[src/design/nes_bus_pkg.sv]
////////////////////////////////////////////////////////////
// NES bus definitions
// Widths of the host download bus and the cartridge
// memory bus, plus the memory slot timing constants
////////////////////////////////////////////////////////////

package nes_bus_pkg;

	// One download or memory data byte
	typedef logic [7:0] byte_t;

	// Cartridge memory address, PRG low and CHR high
	typedef logic [21:0] mem_addr_t;

	// Byte offset inside one host download
	typedef logic [24:0] host_addr_t;

	// Console clock enable phase, four per memory slot
	typedef logic [1:0] ce_phase_t;

	////////////////////////////////////////////////////////////
	// Timing
	////////////////////////////////////////////////////////////

	// Phase in which the console leaves the memory port free
	localparam ce_phase_t MEM_SLOT_PHASE = 2'd3;

	// Console reset hold after a download, in clocks
	localparam int RESET_HOLD_CYCLES = 255;

endpackage

[src/design/ines_format_pkg.sv]
////////////////////////////////////////////////////////////
// iNES file format definitions
// Header layout, magic bytes, ROM region bases, loader
// states and the mapper flags and cheat code types
////////////////////////////////////////////////////////////

package ines_format_pkg;

	// Whole 16 byte header, byte 0 in bits 7:0
	typedef logic [127:0] ines_header_t;

	// Decoded mapper flags word
	typedef logic [31:0] mapper_flags_t;

	// Bytes still to copy in one ROM region
	typedef logic [21:0] rom_count_t;

	// Clock bit, flags, address, compare, replace
	typedef logic [128:0] cheat_code_t;

	typedef enum logic [2:0] {
		LOAD_HEADER,
		LOAD_PRG,
		LOAD_CHR,
		LOAD_ERROR,
		LOAD_DONE
	} loader_state_t;

	////////////////////////////////////////////////////////////
	// Header layout
	////////////////////////////////////////////////////////////

	localparam int HEADER_BYTES  = 16;
	localparam int HDR_PRG_PAGES = 4;   // 16 KiB units
	localparam int HDR_CHR_PAGES = 5;   // 8 KiB units, 0 means CHR RAM
	localparam int HDR_FLAGS6    = 6;
	localparam int HDR_FLAGS7    = 7;
	localparam int TRAINER_BIT   = 2;   // Bit in flags 6

	// "NES" followed by MS-DOS end of file
	localparam logic [7:0] MAGIC_N   = 8'h4E;
	localparam logic [7:0] MAGIC_E   = 8'h45;
	localparam logic [7:0] MAGIC_S   = 8'h53;
	localparam logic [7:0] MAGIC_EOF = 8'h1A;

	////////////////////////////////////////////////////////////
	// Cartridge memory map
	////////////////////////////////////////////////////////////

	localparam logic [21:0] PRG_BASE = 22'h000000;
	localparam logic [21:0] CHR_BASE = 22'h200000;

	localparam int PRG_PAGE_SHIFT = 14;
	localparam int CHR_PAGE_SHIFT = 13;

endpackage

[src/design/ines_loader.sv]
////////////////////////////////////////////////////////////
// iNES loader
// Captures the header, checks it and copies the PRG and
// CHR ROM bytes to their cartridge memory addresses
////////////////////////////////////////////////////////////

module ines_loader (
	input  logic                          clk,
	input  logic                          reset_nes,
	input  logic                          rom_download,
	input  logic                          rom_strobe,
	input  nes_bus_pkg::byte_t            rom_byte,
	output nes_bus_pkg::mem_addr_t        load_addr,
	output nes_bus_pkg::byte_t            load_data,
	output logic                          load_write,
	output logic                          load_busy,
	output logic                          load_done,
	output logic                          load_error,
	output ines_format_pkg::ines_header_t header
);

	ines_format_pkg::loader_state_t state;
	ines_format_pkg::rom_count_t    bytes_left;
	ines_format_pkg::rom_count_t    prg_bytes;
	ines_format_pkg::rom_count_t    chr_bytes;
	nes_bus_pkg::byte_t             prg_pages;
	nes_bus_pkg::byte_t             chr_pages;
	nes_bus_pkg::byte_t             flags6;
	logic [3:0]                     hdr_ctr;
	logic                           download_q;
	logic                           take;
	logic                           copying;
	logic                           header_ok;
	logic                           last_hdr_byte;

	assign prg_pages = header[ines_format_pkg::HDR_PRG_PAGES*8 +: 8];
	assign chr_pages = header[ines_format_pkg::HDR_CHR_PAGES*8 +: 8];
	assign flags6    = header[ines_format_pkg::HDR_FLAGS6*8 +: 8];

	assign prg_bytes = ines_format_pkg::rom_count_t'(prg_pages) << ines_format_pkg::PRG_PAGE_SHIFT;
	assign chr_bytes = ines_format_pkg::rom_count_t'(chr_pages) << ines_format_pkg::CHR_PAGE_SHIFT;

	// Bytes 0 to 6 are already stored when byte 15 arrives
	assign header_ok = (header[7:0]   == ines_format_pkg::MAGIC_N) &&
	                   (header[15:8]  == ines_format_pkg::MAGIC_E) &&
	                   (header[23:16] == ines_format_pkg::MAGIC_S) &&
	                   (header[31:24] == ines_format_pkg::MAGIC_EOF) &&
	                   !flags6[ines_format_pkg::TRAINER_BIT];

	assign last_hdr_byte = (hdr_ctr == 4'(ines_format_pkg::HEADER_BYTES - 1));

	assign take    = rom_strobe && rom_download;
	assign copying = (state == ines_format_pkg::LOAD_PRG) || (state == ines_format_pkg::LOAD_CHR);

	// Write request goes out in the strobe cycle itself
	assign load_write = take && copying && (bytes_left != '0);
	assign load_data  = rom_byte;

	// Header store
	always_ff @(posedge clk) begin
		if (take && state == ines_format_pkg::LOAD_HEADER)
			header[{hdr_ctr, 3'b000} +: 8] <= rom_byte;
	end

	////////////////////////////////////////////////////////////
	// Load FSM
	////////////////////////////////////////////////////////////

	always_ff @(posedge clk) begin
		if (reset_nes) begin
			state      <= ines_format_pkg::LOAD_HEADER;
			hdr_ctr    <= '0;
			download_q <= 1'b0;
			load_busy  <= 1'b0;
			load_done  <= 1'b0;
			load_error <= 1'b0;
		end else begin
			download_q <= rom_download;
			if (rom_download && !download_q) begin
				// New file, start over
				state      <= ines_format_pkg::LOAD_HEADER;
				hdr_ctr    <= '0;
				load_busy  <= 1'b0;
				load_done  <= 1'b0;
				load_error <= 1'b0;
			end else if (take) begin
				case (state)
					ines_format_pkg::LOAD_HEADER: begin
						hdr_ctr <= hdr_ctr + 4'd1;
						if (last_hdr_byte) begin
							if (!header_ok) begin
								state      <= ines_format_pkg::LOAD_ERROR;
								load_done  <= 1'b1;
								load_error <= 1'b1;
							end else if (prg_pages != '0) begin
								state      <= ines_format_pkg::LOAD_PRG;
								load_addr  <= ines_format_pkg::PRG_BASE;
								bytes_left <= prg_bytes;
								load_busy  <= 1'b1;
							end else if (chr_pages != '0) begin
								state      <= ines_format_pkg::LOAD_CHR;
								load_addr  <= ines_format_pkg::CHR_BASE;
								bytes_left <= chr_bytes;
								load_busy  <= 1'b1;
							end else begin
								state     <= ines_format_pkg::LOAD_DONE;  // Nothing to copy
								load_done <= 1'b1;
							end
						end
					end
					ines_format_pkg::LOAD_PRG, ines_format_pkg::LOAD_CHR: begin
						load_addr  <= load_addr + 22'd1;
						bytes_left <= bytes_left - 22'd1;
						if (bytes_left == 22'd1) begin
							if (state == ines_format_pkg::LOAD_PRG && chr_pages != '0) begin
								state      <= ines_format_pkg::LOAD_CHR;
								load_addr  <= ines_format_pkg::CHR_BASE;
								bytes_left <= chr_bytes;
							end else begin
								state     <= ines_format_pkg::LOAD_DONE;
								load_busy <= 1'b0;
								load_done <= 1'b1;
							end
						end
					end
					default: begin
						// Done or error, trailing bytes are dropped
					end
				endcase
			end
		end
	end

endmodule

[src/design/mapper_flags_decoder.sv]
////////////////////////////////////////////////////////////
// Mapper flags decoder
// Builds the 32-bit flags word from the iNES header and
// latches it when a load ends without error
////////////////////////////////////////////////////////////

module mapper_flags_decoder (
	input  logic                           clk,
	input  logic                           reset_nes,
	input  ines_format_pkg::ines_header_t  header,
	input  logic                           invert_mirroring,
	input  logic                           load_done,
	input  logic                           load_error,
	output ines_format_pkg::mapper_flags_t mapper_flags
);

	// Smallest n with pages <= 2**n, saturating at 7
	function automatic logic [2:0] size_code(input nes_bus_pkg::byte_t pages);
		logic [2:0] code;
		code = 3'd7;
		for (int n = 6; n >= 0; n--) begin
			if (pages <= (9'd1 << n))
				code = 3'(n);
		end
		return code;
	endfunction

	nes_bus_pkg::byte_t prg_pages;
	nes_bus_pkg::byte_t chr_pages;
	nes_bus_pkg::byte_t flags6;
	nes_bus_pkg::byte_t flags7;
	nes_bus_pkg::byte_t nes20_mapper;
	logic [3:0]         prg_ram_shift;
	logic               is_nes20;
	logic               is_dirty;
	logic               piano;
	logic               done_q;
	ines_format_pkg::mapper_flags_t flags;

	assign prg_pages = header[ines_format_pkg::HDR_PRG_PAGES*8 +: 8];
	assign chr_pages = header[ines_format_pkg::HDR_CHR_PAGES*8 +: 8];
	assign flags6    = header[ines_format_pkg::HDR_FLAGS6*8 +: 8];
	assign flags7    = header[ines_format_pkg::HDR_FLAGS7*8 +: 8];

	assign is_nes20 = (flags7[3:2] == 2'b10);
	// Old dumps often carry junk in bytes 9 to 15
	assign is_dirty = !is_nes20 && ((header[79:73] != '0) || (header[127:80] != '0));

	assign nes20_mapper  = is_nes20 ? header[71:64] : 8'h00;   // Byte 8
	assign prg_ram_shift = is_nes20 ? header[83:80] : 4'h0;    // Byte 10 low nibble
	assign piano         = is_nes20 && (header[125:120] == 6'h19);

	assign flags = {1'b0, piano, prg_ram_shift, flags6[1], nes20_mapper,
	                flags6[3], (chr_pages == '0), flags6[0] ^ invert_mirroring,
	                size_code(chr_pages), size_code(prg_pages),
	                is_dirty ? 4'h0 : flags7[7:4], flags6[7:4]};

	always_ff @(posedge clk) begin
		if (reset_nes) begin
			done_q       <= 1'b0;
			mapper_flags <= '0;
		end else begin
			done_q <= load_done;
			if (load_done && !done_q && !load_error)
				mapper_flags <= flags;   // Rejected files keep old flags
		end
	end

endmodule

[src/design/cheat_code_assembler.sv]
////////////////////////////////////////////////////////////
// Cheat code assembler
// Collects 16 download bytes into one cheat code and
// strobes it in with the last byte
////////////////////////////////////////////////////////////

module cheat_code_assembler (
	input  logic                         clk,
	input  logic                         reset_nes,
	input  logic                         cheat_download,
	input  logic                         cheat_strobe,
	input  nes_bus_pkg::byte_t           cheat_byte,
	input  nes_bus_pkg::host_addr_t      cheat_addr,
	output ines_format_pkg::cheat_code_t cheat_code,
	output logic                         cheat_valid
);

	logic [127:0] fields;
	logic [3:0]   idx;
	logic         take;

	assign idx  = cheat_addr[3:0];
	assign take = cheat_download && cheat_strobe;

	// Bit 128 is the load strobe
	assign cheat_code = {cheat_valid, fields};

	// Field order flags, address, compare, replace from the top.
	// Inside a field the first byte lands lowest
	always_ff @(posedge clk) begin
		if (take)
			fields[{~idx[3:2], idx[1:0], 3'b000} +: 8] <= cheat_byte;
	end

	always_ff @(posedge clk) begin
		if (reset_nes)
			cheat_valid <= 1'b0;
		else
			cheat_valid <= take && (idx == 4'd15);
	end

endmodule

[src/design/write_pacer.sv]
////////////////////////////////////////////////////////////
// Write pacer
// Holds each loader write until the console memory slot
// and stalls the host download meanwhile
////////////////////////////////////////////////////////////

module write_pacer (
	input  logic                   clk,
	input  logic                   reset_nes,
	input  logic                   load_write,
	input  nes_bus_pkg::mem_addr_t load_addr,
	input  nes_bus_pkg::byte_t     load_data,
	output nes_bus_pkg::mem_addr_t mem_addr,
	output nes_bus_pkg::byte_t     mem_data,
	output logic                   mem_write,
	output logic                   download_wait
);

	nes_bus_pkg::ce_phase_t ce_phase;
	logic                   pending;
	logic                   slot;

	assign slot      = (ce_phase == nes_bus_pkg::MEM_SLOT_PHASE);
	assign mem_write = pending && slot;

	// Captured write
	always_ff @(posedge clk) begin
		if (load_write) begin
			mem_addr <= load_addr;
			mem_data <= load_data;
		end
	end

	always_ff @(posedge clk) begin
		if (reset_nes) begin
			ce_phase      <= '0;
			pending       <= 1'b0;
			download_wait <= 1'b0;
		end else begin
			ce_phase <= ce_phase + 2'd1;   // Free running
			if (slot) begin
				if (pending)
					pending <= 1'b0;
				else if (download_wait)
					download_wait <= 1'b0;   // One slot after the write
			end
			if (load_write) begin
				pending       <= 1'b1;
				download_wait <= 1'b1;
			end
		end
	end

endmodule

[src/design/console_reset_sequencer.sv]
////////////////////////////////////////////////////////////
// Console reset sequencer
// Keeps the console in reset until a ROM is loaded
////////////////////////////////////////////////////////////

module console_reset_sequencer (
	input  logic clk,
	input  logic reset_nes,
	input  logic rom_download,
	input  logic load_busy,
	input  logic load_error,
	output logic console_reset
);

	logic       init_done;    // Set by the first download
	logic [7:0] hold_cnt;

	assign console_reset = !init_done || rom_download || (hold_cnt != '0) || load_error;

	always_ff @(posedge clk) begin
		if (reset_nes) begin
			init_done <= 1'b0;
			hold_cnt  <= '0;
		end else begin
			if (rom_download) begin
				init_done <= 1'b1;
				hold_cnt  <= 8'(nes_bus_pkg::RESET_HOLD_CYCLES);
			end else if (!load_busy && hold_cnt != '0) begin
				hold_cnt <= hold_cnt - 8'd1;   // Waits for the loader to finish
			end
		end
	end

endmodule

[src/design/cart_loader_top.sv]
////////////////////////////////////////////////////////////
// Cartridge loader top level
// Host ROM and cheat downloads in, paced memory writes,
// mapper flags and console reset out
////////////////////////////////////////////////////////////

module cart_loader_top (
	input  logic                           clk,
	input  logic                           reset_nes,
	input  logic                           rom_download,
	input  logic                           rom_strobe,
	input  nes_bus_pkg::byte_t             rom_byte,
	input  logic                           cheat_download,
	input  logic                           cheat_strobe,
	input  nes_bus_pkg::byte_t             cheat_byte,
	input  nes_bus_pkg::host_addr_t        cheat_addr,
	input  logic                           invert_mirroring,
	output nes_bus_pkg::mem_addr_t         mem_addr,
	output nes_bus_pkg::byte_t             mem_data,
	output logic                           mem_write,
	output logic                           download_wait,
	output ines_format_pkg::mapper_flags_t mapper_flags,
	output ines_format_pkg::cheat_code_t   cheat_code,
	output logic                           cheat_valid,
	output logic                           console_reset,
	output logic                           load_done,
	output logic                           load_error
);

	nes_bus_pkg::mem_addr_t        load_addr;
	nes_bus_pkg::byte_t            load_data;
	logic                          load_write;
	logic                          load_busy;
	ines_format_pkg::ines_header_t header;

	ines_loader u_loader (
		.clk          (clk),
		.reset_nes    (reset_nes),
		.rom_download (rom_download),
		.rom_strobe   (rom_strobe),
		.rom_byte     (rom_byte),
		.load_addr    (load_addr),
		.load_data    (load_data),
		.load_write   (load_write),
		.load_busy    (load_busy),
		.load_done    (load_done),
		.load_error   (load_error),
		.header       (header)
	);

	mapper_flags_decoder u_flags (
		.clk              (clk),
		.reset_nes        (reset_nes),
		.header           (header),
		.invert_mirroring (invert_mirroring),
		.load_done        (load_done),
		.load_error       (load_error),
		.mapper_flags     (mapper_flags)
	);

	write_pacer u_pacer (
		.clk           (clk),
		.reset_nes     (reset_nes),
		.load_write    (load_write),
		.load_addr     (load_addr),
		.load_data     (load_data),
		.mem_addr      (mem_addr),
		.mem_data      (mem_data),
		.mem_write     (mem_write),
		.download_wait (download_wait)
	);

	cheat_code_assembler u_cheat (
		.clk            (clk),
		.reset_nes      (reset_nes),
		.cheat_download (cheat_download),
		.cheat_strobe   (cheat_strobe),
		.cheat_byte     (cheat_byte),
		.cheat_addr     (cheat_addr),
		.cheat_code     (cheat_code),
		.cheat_valid    (cheat_valid)
	);

	console_reset_sequencer u_reset (
		.clk           (clk),
		.reset_nes     (reset_nes),
		.rom_download  (rom_download),
		.load_busy     (load_busy),
		.load_error    (load_error),
		.console_reset (console_reset)
	);

endmodule

[config.mk]
export PLATFORM = sky130hd
export DESIGN_NAME = cart_loader_top
export DESIGN_NICKNAME = d
export VERILOG_FILES = /design/src/design/nes_bus_pkg.sv /design/src/design/ines_format_pkg.sv /design/src/design/ines_loader.sv /design/src/design/mapper_flags_decoder.sv /design/src/design/cheat_code_assembler.sv /design/src/design/write_pacer.sv /design/src/design/console_reset_sequencer.sv /design/src/design/cart_loader_top.sv
export SDC_FILE = /design/constraint.sdc
export NUM_CORES = 1
export LEC_CHECK = 0
export BUFFER_PORTS_ARGS = -buffer_cell sky130_fd_sc_hd__buf_2
export CAP_MARGIN = 5
export CORE_MARGIN = 10
export CORE_UTILIZATION = 45
export DETAILED_ROUTE_END_ITERATION = 16
export PLACE_DENSITY = 0.66
export SETUP_SLACK_MARGIN = 0.15
export SYNTH_ARGS = -nofsm -noshare
export SYNTH_HDL_FRONTEND = slang
export SYNTH_SLANG_ARGS = --single-unit
[constraint.sdc]
create_clock -name clk -period 6.2 [get_ports clk]
set_input_delay 0.93 -clock clk [delete_from_list [all_inputs] [get_ports clk]]
set_output_delay 0.93 -clock clk [all_outputs]
set_load 0.005 [all_outputs]
==> flow_summary.ini <==
[status]
status = finished clean

[placement]
finalWeightedCongestion = 0.935
dpl_cell_area_sq_um = 17400
dp.cells = 1927
dp_hpwl_mm = 28.2
io_buffers = 222

[yosys]
async_flop_share = 0
synthFlopType = edfxtp_1
netlist_instances = 1280
synth-edff-count = 327
ys_types = 67
syn_nets = 1341
yosys_warnings = 0
ys_seq_area_frac = 0.695
synth_area_sq_um = 15800
ys_ff_latch = 384
syn_area_per_cell_sq_um = 12.3

[route]
first_iter_violations = 713
first_pass_iters = 5
antenna_left = 0
wl_mm = 38.6
via_per_inst = 5.28
wire_per_inst_um = 19.3
drc = 0
num_vias = 10600

[clocking]
cts_max_level = 2
cts_inserted_buffers = 40
clock_path_buffers = 3
cts-root-buf = clkbuf_16
post_cts_resized = 0
cts_tree = yes
holdBufCountCts = 0
postCtsSetupRepairBufs = 0
clock_latency_ns = 0.53
path_clk_slew_ns = 0.06
clock-sinks = 384

[floorplan]
die_area_sq_um = 43000
pin_count = 245
initial_core_util = 0.457
fp-row-count = 68
core_region_area_sq_um = 34500
die-height_um = 207
die_w_um = 207

[finish]
fillers = 2990
syn_to_final_growth_pct = 18.4
drive_gt1_frac = 0.197
diodes = 0
layout.cells.non_filler = 2000
postLayoutCellArea_sq_um = 18700
fin_nets = 1575

[pwr]
p_leak_nw = 6.20
vdd.ir_drop.worst_uv = 207
cellPowerDensity_nw_per_um2 = 286

[setup_path]
r2r_start = u_loader.hdr_ctr[0]$_SDFFE_PN0P_
r2r_cells = 5
worstPathArrival_ns = 3.50
regToRegEndpoint = u_loader.header[115]$_DFFE_PP_
crit_type = reg2reg
reg2reg_slack_ns = 2.86
slowest_stage = nor3b_1
crit_buf_inv = 1
worstSetupStartpointType = flop
crit_required_ns = 6.36
cp-end-kind = flop
cp_top_family = simple AND/OR/NAND/NOR gates
crit_path_cell_trace = inv_1 > ha_1 > nor3b_1 > nand2_1 > nor2_1
max_stage_delay_ns = 0.89
worst-path-max-fanout = 12

[sta]
final.setup.tns_ns = 0
setup_viol = 0
tightestPinTransition_ns = 1.26
finalMaxSlewViolations = 0
finalWorstPathRequiredPeriod_ns = 3.34
rsz0062_at_grt = no
max_freq_ghz = 0.299
slew_headroom = 0.154
clock_skew_ns = 0.0169
hold_viol = 0
min_period_over_period = 0.539

[global_routing]
grt_pass1_vias = 10400
grt_overflow = 0
grt_max_degree = 48
antenna_found_initial = 1
grt_pass1_wl_mm = 60.3
gr-usage-all-layers = 0.175

[min_path]
hold_depth = 1
min-delay-path-class = reg2reg
hp-start = u_pacer.ce_phase[0]$_SDFF_PP0_
holdPathEnd = u_pacer.ce_phase[0]$_SDFF_PP0_

[run]
cap_violations = 0
[kinds of logic (layout without fill, tap and decap cells)]
kind of cell	count (synthesis)	in the layout	synth area share
other	1	1	0.000238
adders and majority gates	13	13	0.0103
DFF	384	384	0.695
muxes	2	2	0.00127
buffers and inverters	59	324	0.0157
and+or+nand+nor	658	658	0.202
xor gates and xnor gates	54	54	0.0300
AOI/OAI and AO/OA	109	109	0.0457
[per-stage QoR]
step / worst slack, ns / hold slack [ns] / power, mW / util
final: 2.86 / 0.425 / 5.34 / 0.541
after global routing: 2.58 / 0.442 / 5.51 / 0.541
after CTS: 2.87 / 0.429 / 5.37 / 0.541
after detailed placement: 2.62 / 0.421 / 3.02 / 0.503
after global placement: 2.67 / 0.406 / 3.02 / 0.503
after floorplan: 1.21 / 0.399 / 2.95 / -
[worst max path at each step]
stage / start / endpoint / cells past startpoint
2_1_floorplan: rom_strobe / u_loader.bytes_left[0]$_SDFFCE_PP0P_ / 3
4_1_cts: u_loader.hdr_ctr[0]$_SDFFE_PN0P_ / u_loader.header[118]$_DFFE_PP_ / 5
6_report: u_loader.hdr_ctr[0]$_SDFFE_PN0P_ / u_loader.header[115]$_DFFE_PP_ / 5
3_3_place_gp: cheat_addr[0] / u_cheat.fields[47]$_DFFE_PP_ / 7
3_5_place_dp: cheat_addr[0] / u_cheat.fields[41]$_DFFE_PP_ / 7
5_1_grt: u_loader.hdr_ctr[0]$_SDFFE_PN0P_ / u_loader.header[113]$_DFFE_PP_ / 5
[worst register-to-register path: stages (launching register included)]
cell and delay [ns]:
dfxtp_1 0.58, inv_1 0.12, ha_1 0.39, nor3b_1 0.89
nand2_1 0.31, nor2_1 0.69
[state kept, by name (all words and copies together), names as in the netlist, 2 cells and up]
signal,flops
u_flags.mapper_flags,31
u_pacer.mem_addr,22
u_pacer.ce_phase,2
u_loader.bytes_left,22
u_loader.load_addr,22
u_loader.header,125
u_cheat.fields,128
u_loader.hdr_ctr,4
u_loader.state,3
u_pacer.mem_data,8
u_reset.hold_cnt,8
[synth_stat cells (17+ instances only)]
master    instances  area, sq um
nor4_1           29          181
a21oi_1          46          230
and2_1          115          719
clkbuf_1         29          109
xnor2_1          27          236
and3_1           21          131
nand2_1         119          447
nand3_1          30          150
nor3_1           28          140
nor2_1          251          942
inv_1            17         63.8
dfxtp_1          57         1140
edfxtp_1        327         9820
xor2_1           27          236
[power by group]
| part | internal [mW] | leakage, nW | total (mW) | switching [mW] |
|---|---|---|---|---|
| sequential | 2.79 | 3.25 | 2.80 | 0.0108 |
| combinational | 0.0461 | 2.31 | 0.162 | 0.116 |
| clock | 1.42 | 0.639 | 2.37 | 0.951 |
| total | 4.26 | 6.20 | 5.34 | 1.08 |
[layer usage]
layer	share of wire	routed length [um]	track usage
met4	0.028	1100	0.0572
met5	0	0	0
met3	0.073	2820	0.0415
met1	0.42	16100	0.221
met2	0.48	18600	0.290
[cells in the final DEF (no fill, tap or decap), types with 4 or more instances in the layout]
cell type and count:
nor3_1 26, xor2_1 27, nand2_1 119, a21oi_1 46, nand3_1 30, nor4_1 29, xnor2_1 27, nor2_1 251
clkinv_1 5, buf_4 11, and3_1 21, ha_1 13, o21ai_0 11, or3_1 9, buf_2 222, and2_1 115
inv_1 17, and4_1 4, clkbuf_1 11, clkinv_2 7, a221o_1 5, clkbuf_16 41, a22o_1 4, or4_1 4
edfxtp_1 327, bufinv_16 4, nand2b_1 6, nand4_1 14, nor3b_1 5, nor2b_1 6, o22ai_1 4, dfxtp_1 57
[final cells by class]
cell class,count,area [sq um],share of cell area
Sequential cell,384,11000,0.587
Multi-Input combinational cell,837,4580,0.245
Timing Repair Buffer,233,1190,0.0639
Clock buffer,55,1110,0.0594
Tap cell,455,569,0.0305
Clock inverter,18,195,0.0105
Inverter,18,67.6,0.00362
Power figures use the tool's default switching activity.
